### src/cu_pkg.sv
package cu_pkg;

	localparam int OPCODE_W   = 8;
	localparam int ALU_SEL_W  = 3;
	localparam int BUS_SEL_W  = 2;
	localparam int CCR_W      = 4;
	localparam int FLAG_IDX_W = 2;
	localparam int STEP_W     = 3; // Longest execute list is five steps

	typedef logic [OPCODE_W-1:0]   opcode_t;
	typedef logic [ALU_SEL_W-1:0]  alu_sel_t;
	typedef logic [BUS_SEL_W-1:0]  bus1_sel_t;
	typedef logic [BUS_SEL_W-1:0]  bus2_sel_t;
	typedef logic [CCR_W-1:0]      ccr_t;
	typedef logic [FLAG_IDX_W-1:0] flag_idx_t;
	typedef logic [STEP_W-1:0]     step_t;

	// Loads and stores
	localparam opcode_t LDA_IMM = 8'h86;
	localparam opcode_t LDA_DIR = 8'h87;
	localparam opcode_t LDB_IMM = 8'h88;
	localparam opcode_t LDB_DIR = 8'h89;
	localparam opcode_t STA_DIR = 8'h96;
	localparam opcode_t STB_DIR = 8'h97;

	// Register to register ALU operations
	localparam opcode_t ADD_AB    = 8'h42; // A <= A + B
	localparam opcode_t SUB_AB    = 8'h43;
	localparam opcode_t AND_AB    = 8'h44;
	localparam opcode_t OR_AB     = 8'h45;
	localparam opcode_t INCA      = 8'h46;
	localparam opcode_t INCB      = 8'h47;
	localparam opcode_t DECA      = 8'h48;
	localparam opcode_t DECB      = 8'h49;
	localparam opcode_t XOR_AB    = 8'h4A;
	localparam opcode_t NOTA      = 8'h4B;
	localparam opcode_t NOTB      = 8'h4C;
	localparam opcode_t ADDAB_LDB = 8'h4D; // B <= A + B

	// Branches, target address follows the opcode
	localparam opcode_t BRA = 8'h20;
	localparam opcode_t BMI = 8'h21;
	localparam opcode_t BPL = 8'h22;
	localparam opcode_t BEQ = 8'h23;
	localparam opcode_t BNE = 8'h24;
	localparam opcode_t BVS = 8'h25;
	localparam opcode_t BVC = 8'h26;
	localparam opcode_t BCS = 8'h27;
	localparam opcode_t BCC = 8'h28;

	localparam alu_sel_t ALU_ADD = 3'b000;
	localparam alu_sel_t ALU_INC = 3'b001;
	localparam alu_sel_t ALU_SUB = 3'b010;
	localparam alu_sel_t ALU_DEC = 3'b011;
	localparam alu_sel_t ALU_AND = 3'b100;
	localparam alu_sel_t ALU_OR  = 3'b101;
	localparam alu_sel_t ALU_XOR = 3'b110;
	localparam alu_sel_t ALU_NOT = 3'b111;

	localparam bus1_sel_t BUS1_PC = 2'b00;
	localparam bus1_sel_t BUS1_A  = 2'b01;
	localparam bus1_sel_t BUS1_B  = 2'b10;

	localparam bus2_sel_t BUS2_ALU  = 2'b00;
	localparam bus2_sel_t BUS2_BUS1 = 2'b01;
	localparam bus2_sel_t BUS2_MEM  = 2'b10; // From memory

	// Bit positions in the condition code register
	localparam flag_idx_t FLAG_N = 2'd3;
	localparam flag_idx_t FLAG_Z = 2'd2;
	localparam flag_idx_t FLAG_V = 2'd1;
	localparam flag_idx_t FLAG_C = 2'd0;

	typedef enum logic [2:0] {
		CLS_LOAD_IMM,
		CLS_LOAD_DIR,
		CLS_STORE,
		CLS_ALU,
		CLS_BRANCH,
		CLS_ILLEGAL
	} instr_class_e;

	typedef enum logic {
		REG_A,
		REG_B
	} reg_sel_e;

	typedef enum logic [3:0] {
		UOP_MAR_PC,   // MAR <= PC
		UOP_PC_INC,
		UOP_IR_LOAD,  // IR <= memory
		UOP_DECODE,
		UOP_MAR_MEM,  // MAR <= memory
		UOP_WAIT_MEM,
		UOP_REG_MEM,  // A or B <= memory
		UOP_STORE,
		UOP_ALU,
		UOP_PC_MEM,   // PC <= memory
		UOP_IDLE
	} micro_op_e;

endpackage
### src/decode_if.sv
`timescale 1ns/100ps

interface decode_if
	import cu_pkg::*;
();
	instr_class_e instr_class;
	reg_sel_e     src_reg;     // Feeds bus 1
	reg_sel_e     dst_reg;
	alu_sel_t     alu_sel;
	flag_idx_t    cond_bit;    // Flag tested by a branch
	logic         cond_level;  // Flag value that takes the branch
	logic         cond_always; // BRA ignores the flags

	modport decoder (
		output instr_class, src_reg, dst_reg, alu_sel, cond_bit, cond_level, cond_always
	);

	modport sequencer (
		input instr_class, cond_bit, cond_level, cond_always
	);

	modport word (
		input src_reg, dst_reg, alu_sel
	);
endinterface

### src/control_unit.sv
`timescale 1ns/100ps

module control_unit
	import cu_pkg::*;
(
	input  logic      Clk,
	input  logic      Reset,
	input  opcode_t   ir,
	input  ccr_t      ccr_result,
	output logic      ir_load,
	output logic      mar_load,
	output logic      pc_load,
	output logic      pc_inc,
	output logic      a_load,
	output logic      b_load,
	output logic      ccr_load,
	output alu_sel_t  alu_sel,
	output bus1_sel_t bus1_sel,
	output bus2_sel_t bus2_sel,
	output logic      write
);

	micro_op_e uop; // Current step from the sequencer

	decode_if u_dec_if ();

	opcode_decoder u_opcode_decoder (
		.ir  (ir),
		.dec (u_dec_if.decoder)
	);

	cu_sequencer u_cu_sequencer (
		.Clk        (Clk),
		.Reset      (Reset),
		.ccr_result (ccr_result),
		.dec        (u_dec_if.sequencer),
		.uop        (uop)
	);

	control_word_gen u_control_word_gen (
		.uop      (uop),
		.dec      (u_dec_if.word),
		.ir_load  (ir_load),
		.mar_load (mar_load),
		.pc_load  (pc_load),
		.pc_inc   (pc_inc),
		.a_load   (a_load),
		.b_load   (b_load),
		.ccr_load (ccr_load),
		.write    (write),
		.alu_sel  (alu_sel),
		.bus1_sel (bus1_sel),
		.bus2_sel (bus2_sel)
	);

endmodule

### src/control_word_gen.sv
`timescale 1ns/100ps

module control_word_gen
	import cu_pkg::*;
(
	input  micro_op_e  uop,
	decode_if.word     dec,
	output logic       ir_load,
	output logic       mar_load,
	output logic       pc_load,
	output logic       pc_inc,
	output logic       a_load,
	output logic       b_load,
	output logic       ccr_load,
	output logic       write,
	output alu_sel_t   alu_sel,
	output bus1_sel_t  bus1_sel,
	output bus2_sel_t  bus2_sel
);

	bus1_sel_t src_bus1;
	logic      dst_is_a;

	assign src_bus1 = (dec.src_reg == REG_A) ? BUS1_A : BUS1_B;
	assign dst_is_a = (dec.dst_reg == REG_A);

	always_comb
	begin
		ir_load  = 1'b0;
		mar_load = 1'b0;
		pc_load  = 1'b0;
		pc_inc   = 1'b0;
		a_load   = 1'b0;
		b_load   = 1'b0;
		ccr_load = 1'b0;
		write    = 1'b0;
		alu_sel  = ALU_ADD;
		bus1_sel = BUS1_PC;
		bus2_sel = BUS2_BUS1; // PC reaches MAR through bus 2

		case (uop)
			UOP_MAR_PC: mar_load = 1'b1;
			UOP_PC_INC:
			begin
				pc_inc   = 1'b1;
				bus2_sel = BUS2_MEM;
			end
			UOP_IR_LOAD:
			begin
				ir_load  = 1'b1;
				bus2_sel = BUS2_MEM;
			end
			UOP_MAR_MEM:
			begin
				mar_load = 1'b1;
				bus2_sel = BUS2_MEM;
			end
			UOP_WAIT_MEM: bus2_sel = BUS2_MEM; // Memory read latency
			UOP_REG_MEM:
			begin
				a_load   = dst_is_a;
				b_load   = !dst_is_a;
				bus2_sel = BUS2_MEM;
			end
			UOP_STORE:
			begin
				write    = 1'b1;
				bus1_sel = src_bus1;
				bus2_sel = BUS2_ALU;
			end
			UOP_ALU:
			begin
				a_load   = dst_is_a;
				b_load   = !dst_is_a;
				ccr_load = 1'b1;
				alu_sel  = dec.alu_sel;
				bus1_sel = src_bus1;
				bus2_sel = BUS2_ALU;
			end
			UOP_PC_MEM:
			begin
				pc_load  = 1'b1; // Branch target from memory
				bus2_sel = BUS2_MEM;
			end
			UOP_IDLE: bus2_sel = BUS2_ALU;
			default:
			begin
				bus1_sel = BUS1_PC; // Decode cycle keeps the defaults
				bus2_sel = BUS2_BUS1;
			end
		endcase
	end

endmodule

### src/cu_sequencer.sv
`timescale 1ns/100ps

module cu_sequencer
	import cu_pkg::*;
(
	input  logic       Clk,
	input  logic       Reset,
	input  ccr_t       ccr_result,
	decode_if.sequencer dec,
	output micro_op_e  uop
);

	typedef enum logic [2:0] {
		PH_FETCH_MAR,
		PH_FETCH_INC,
		PH_FETCH_IR,
		PH_DECODE,
		PH_EXEC
	} phase_e;

	phase_e       phase;
	step_t        step;      // Index into the execute list
	step_t        last_step;
	instr_class_e class_q;
	logic         taken_q;
	logic         taken;

	// Selected flag against the level the branch wants
	assign taken = dec.cond_always || (ccr_result[dec.cond_bit] == dec.cond_level);

	always_ff @(posedge Clk or negedge Reset)
	begin
		if (!Reset)
		begin
			phase   <= PH_FETCH_MAR;
			step    <= '0;
			class_q <= CLS_ILLEGAL;
			taken_q <= 1'b0;
		end
		else
		begin
			case (phase)
				PH_FETCH_MAR: phase <= PH_FETCH_INC;
				PH_FETCH_INC: phase <= PH_FETCH_IR;
				PH_FETCH_IR:  phase <= PH_DECODE;
				PH_DECODE:
				begin
					phase   <= PH_EXEC;
					class_q <= dec.instr_class;
					taken_q <= taken;
				end
				PH_EXEC:
				begin
					if (step == last_step)
					begin
						phase <= PH_FETCH_MAR; // Next instruction
						step  <= '0;
					end
					else
						step <= step + 1'b1;
				end
				default: phase <= PH_FETCH_MAR;
			endcase
		end
	end

	always_comb
	begin
		uop       = UOP_IDLE;
		last_step = '0;
		case (phase)
			PH_FETCH_MAR: uop = UOP_MAR_PC;
			PH_FETCH_INC: uop = UOP_PC_INC;
			PH_FETCH_IR:  uop = UOP_IR_LOAD;
			PH_DECODE:    uop = UOP_DECODE;
			PH_EXEC:
			begin
				case (class_q)
					CLS_LOAD_IMM:
					begin
						last_step = step_t'(2);
						case (step)
							0:       uop = UOP_MAR_PC; // Operand address
							1:       uop = UOP_PC_INC;
							default: uop = UOP_REG_MEM;
						endcase
					end
					CLS_LOAD_DIR, CLS_STORE:
					begin
						last_step = (class_q == CLS_STORE) ? step_t'(3) : step_t'(4);
						case (step)
							0:       uop = UOP_MAR_PC;
							1:       uop = UOP_PC_INC;
							2:       uop = UOP_MAR_MEM; // Operand is the address
							3:       uop = (class_q == CLS_STORE) ? UOP_STORE : UOP_WAIT_MEM;
							default: uop = UOP_REG_MEM;
						endcase
					end
					CLS_ALU: uop = UOP_ALU;
					CLS_BRANCH:
					begin
						if (taken_q)
						begin
							last_step = step_t'(2);
							case (step)
								0:       uop = UOP_MAR_PC;
								1:       uop = UOP_WAIT_MEM;
								default: uop = UOP_PC_MEM;
							endcase
						end
						else
							uop = UOP_PC_INC; // Skip the target byte
					end
					default: uop = UOP_IDLE;
				endcase
			end
			default: uop = UOP_IDLE;
		endcase
	end

endmodule

### src/opcode_decoder.sv
`timescale 1ns/100ps

module opcode_decoder
	import cu_pkg::*;
(
	input  opcode_t         ir,
	decode_if.decoder       dec
);

	always_comb
	begin
		dec.instr_class = CLS_ILLEGAL; // Unknown opcodes fall through
		dec.src_reg     = REG_A;
		dec.dst_reg     = REG_A;
		dec.alu_sel     = ALU_ADD;
		dec.cond_bit    = FLAG_C;
		dec.cond_level  = 1'b1;
		dec.cond_always = 1'b0;

		case (ir)
			LDA_IMM: dec.instr_class = CLS_LOAD_IMM;
			LDB_IMM:
			begin
				dec.instr_class = CLS_LOAD_IMM;
				dec.dst_reg     = REG_B;
			end
			LDA_DIR: dec.instr_class = CLS_LOAD_DIR;
			LDB_DIR:
			begin
				dec.instr_class = CLS_LOAD_DIR;
				dec.dst_reg     = REG_B;
			end
			STA_DIR: dec.instr_class = CLS_STORE;
			STB_DIR:
			begin
				dec.instr_class = CLS_STORE;
				dec.src_reg     = REG_B;
			end

			ADD_AB, SUB_AB, AND_AB, OR_AB, INCA, DECA, XOR_AB, NOTA, ADDAB_LDB:
			begin
				dec.instr_class = CLS_ALU;
				case (ir)
					SUB_AB:    dec.alu_sel = ALU_SUB;
					AND_AB:    dec.alu_sel = ALU_AND;
					OR_AB:     dec.alu_sel = ALU_OR;
					INCA:      dec.alu_sel = ALU_INC;
					DECA:      dec.alu_sel = ALU_DEC;
					XOR_AB:    dec.alu_sel = ALU_XOR;
					NOTA:      dec.alu_sel = ALU_NOT;
					ADDAB_LDB: dec.dst_reg = REG_B; // Sum lands in B
					default:   dec.alu_sel = ALU_ADD;
				endcase
			end
			INCB, DECB, NOTB:
			begin
				dec.instr_class = CLS_ALU; // B is both operand and result
				dec.src_reg     = REG_B;
				dec.dst_reg     = REG_B;
				case (ir)
					INCB:    dec.alu_sel = ALU_INC;
					DECB:    dec.alu_sel = ALU_DEC;
					default: dec.alu_sel = ALU_NOT;
				endcase
			end

			BRA, BMI, BPL, BEQ, BNE, BVS, BVC, BCS, BCC:
			begin
				dec.instr_class = CLS_BRANCH;
				case (ir)
					BMI: dec.cond_bit = FLAG_N;
					BPL: {dec.cond_bit, dec.cond_level} = {FLAG_N, 1'b0};
					BEQ: dec.cond_bit = FLAG_Z;
					BNE: {dec.cond_bit, dec.cond_level} = {FLAG_Z, 1'b0};
					BVS: dec.cond_bit = FLAG_V;
					BVC: {dec.cond_bit, dec.cond_level} = {FLAG_V, 1'b0};
					BCS: dec.cond_bit = FLAG_C;
					BCC: dec.cond_level = 1'b0; // Carry clear
					default: dec.cond_always = 1'b1;
				endcase
			end

			default: dec.instr_class = CLS_ILLEGAL;
		endcase
	end

endmodule

### config.mk
export PLATFORM = sky130hd
export DESIGN_NAME = control_unit
export DESIGN_NICKNAME = d
export VERILOG_FILES = /design/src/cu_pkg.sv /design/src/decode_if.sv /design/src/control_unit.sv /design/src/control_word_gen.sv /design/src/cu_sequencer.sv /design/src/opcode_decoder.sv
export SDC_FILE = /design/constraint.sdc
export NUM_CORES = 1
export LEC_CHECK = 0
export ABC_AREA = 1
export BUFFER_PORTS_ARGS = -buffer_cell sky130_fd_sc_hd__buf_2
export CORE_AREA = 2 2 54 56
export DETAILED_ROUTE_END_ITERATION = 16
export DIE_AREA = 0 0 56 58
export PLACE_DENSITY_LB_ADDON = 0.15
export SYNTH_ARGS = -nofsm -noshare
export SYNTH_HDL_FRONTEND = slang
export SYNTH_SLANG_ARGS = --single-unit
### constraint.sdc
create_clock -name Clk -period 2.4 [get_ports Clk]
set_clock_uncertainty 0.15 [all_clocks]
set_input_delay 0.24 -clock Clk [delete_from_list [all_inputs] [get_ports Clk]]
set_output_delay 0.24 -clock Clk [all_outputs]
set_load 0.01 [all_outputs]
==> flow_summary.yaml <==
place:
  port_buffers: 28
  post-place-cells: 299
  place_area_mm2: 0.00156
  gp_congestion: 0.846
  detailed_place_hpwl_mm: 2.46
  dp_slack_ns: 0.212
job:
  maxCapViolations: 0
global_route:
  grt_usage: 0.202
  overflow: 0
  grt_max_degree: 11
  antenna_found_initial: 0
  grt_pass1_wl_mm: 5.34
  grt_pass1_vias: 1369
sta:
  period_needed_ns: 2.35
  tightest_slew_ns: 0.285
  rsz0062_at_grt: "yes"
  maxSlewViolCount: 0
  fmax_mhz: 425
  timing_hold_violations_final: 0
  slew-limit-headroom: 0.809
  setup_slack_ns: 0.0484
  fin_crit_sh: 0.980
  report.final.setup_viol: 0
power_and_ir_drop:
  pwr-share-comb: 0.719
  pwr-share-seq: 0.217
  leakage_nw: 0.972
  power.clock.fraction: 0.064
  internal_power_mw: 0.796
  switchingPower_mw: 0.879
  pwr_density_cell_mw_per_mm2: 958
  peakVddDrop_uv: 925
  swShare: 0.525
  finalPower_mw: 1.68
yosys:
  synth_async_sr_flop_share: 1.00
  synthFlopType: "dfrtp_1"
  synth_edf_count: 0
  synth_seq_area_share: 0.182
  syn_nets: 260
  synth-seq-cells: 10
  synthMostInstantiatedCell: "nand2_1"
  syn_avg_cell_area_um2: 5.75
  ys_types: 30
  yosys_warnings: 0
  synth_top_area_cell: "nand2_1"
  synth_commonest_cells: "69 x nand2_1, 38 x inv_1, 35 x nor2_1, 27 x nand3_1"
  yosysTopAreaCellShare: 0.187
  syn-cell-area_mm2: 0.00139
  ys_top_cells_by_area: "nand2_1 19%, dfrtp_1 14%, inv_1 10%"
  netlist_instances: 241
die:
  core_area_mm2: 0.00266
  die-area_mm2: 0.00325
  dieHeight_um: 58
  die_x_um: 56
  io_pins: 29
  rows: 19
  start_util: 0.520
route:
  wl_met2_mm: 1.53
  num_vias: 1526
  drt_iter0_markers: 73
  vias_per_cell: 4.95
  drt-total-wl_mm: 3.12
  drc: 0
  wl_per_cell_um: 10.1
  met3_length_um: 56
  drt-met1-wl_mm: 1.47
  dr.pass1.iters: 4
  routed.top_layer: "met4"
  antenna_left: 0
cells_and_area:
  syn2layout_area_growth_pct: 26.3
  nets: 298
  multi_input_area_mm2: 0.00107
  layout-drive-gt1-share: 0.329
  seq_area_um2: 256
  insertedDiodeCount: 0
  num-fill-cells: 259
  instances_no_fill: 308
  final_area_mm2: 0.00175
  utilization: 0.657
clocking:
  cts-htree-levels: 1
  clkLatencyLatePin_ns: 0.26
  cts_buffers: 3
  cts_tree: "done"
  clock_path_buffers: 2
  clk_pin_slew_ns: 0.06
  cts_sinks: 10
  clockRootBuffer: "clkbuf_4"
setup_path:
  setup.worst_path.class: "reg2out"
  crit_required_ns: 2.01
  critPathLaunchType: "register"
  cp-end-kind: "primary output"
  cp_data_arrival_time_ns: 1.96
  worstPathMaxFanout: 4
hold_path:
  hp-class: "in2async"
outcome:
  status: "complete, no violations"
[power groups by stage]
stage	clock network, mW	logic [mW]	registers [mW]
after floorplan	0	0.782	0.326
after global placement	0	0.998	0.346
after detailed placement	0	0.997	0.347
after CTS	0.114	1.07	0.342
after global routing	0.122	1.34	0.380
final	0.107	1.21	0.363
[registers in the layout, indices dropped and copies added, names as in the netlist]
register                cells
u_cu_sequencer.class_q      3
u_cu_sequencer.phase        3
u_cu_sequencer.step         3
u_cu_sequencer.taken_q      1
[final timing paths]
path	startpoint	end	slack [ns]	cells after the start
max in group asynchronous	Reset	u_cu_sequencer.class_q[0]	1.63	2
worst min-delay path	Reset	u_cu_sequencer.step[2]	0.21	2
worst max register to register	u_cu_sequencer.phase[0]	u_cu_sequencer.step[0]	0.63	8
min in group Clk	ir[1]	u_cu_sequencer.class_q[0]	0.30	4
worst min register to register	u_cu_sequencer.phase[0]	u_cu_sequencer.phase[0]	0.36	1
worst max-delay path	u_cu_sequencer.step[1]	bus2_sel[0]	0.05	12
[metrics by stage]
stage                     setup TNS, ns  hold slack [ns]
after floorplan                       0           -0.206
after global routing             -0.380            0.230
after global placement                0          -0.0468
after CTS                             0            0.209
after detailed placement              0          -0.0435
final                                 0            0.214
[logic make-up after synthesis]
| logic type | count (synthesis) | share of synthesized area |
|---|---|---|
| and+or+nand+nor | 159 | 0.535 |
| buffers and inverters | 45 | 0.126 |
| AOI/OAI and AO/OA | 19 | 0.0921 |
| DFF | 10 | 0.182 |
| adders and majority gates | 5 | 0.0452 |
| xor gates and xnor gates | 3 | 0.0190 |
[metal layers]
layer,vias up,track usage
li1,819,-
met1,679,0.250
met2,22,0.363
met3,6,0.0134
met4,0,0.0918
met5,-,0
[layout make-up]
cell class,count,area share
multi-input combinational,186,0.614
sequential,10,0.147
timing repair buffer,34,0.107
inverter,44,0.0973
tap,31,0.0222
clock buffer,3,0.0129
[repair_timing]
| item | in CTS | in global routing |
|---|---|---|
| gates resized for setup | 11 | 23 |
| pin swaps | 4 | 15 |
| setup endpoints to repair | 9 | 13 |
| hold endpoints to repair | 10 | 0 |
| hold buffers | 1 | 0 |
| buffers inserted | 2 | 3 |
[cell usage in the layout, fill, tap and decap left out, types with 4 or more instances in the layout]
master / instances
a21oi_1: 6
buf_2: 28
buf_4: 5
dfrtp_1: 5
ha_4: 4
inv_1: 32
inv_2: 10
nand2_1: 64
nand2_2: 7
nand3_1: 23
nand3_2: 5
nor2_1: 35
nor2_2: 6
nor3_1: 6
[critical path, cell delays in order (launching register included)]
cell,delay (ns)
dfrtp_2,0.43
inv_4,0.06
ha_4,0.17
o21ai_4,0.19
nand3_2,0.11
nor2_4,0.11
nor2_4,0.04
nor2_4,0.17
inv_4,0.07
nand2_4,0.08
nand3_4,0.07
nor2_2,0.07
buf_2,0.12
(Power assumes the default switching activity.)
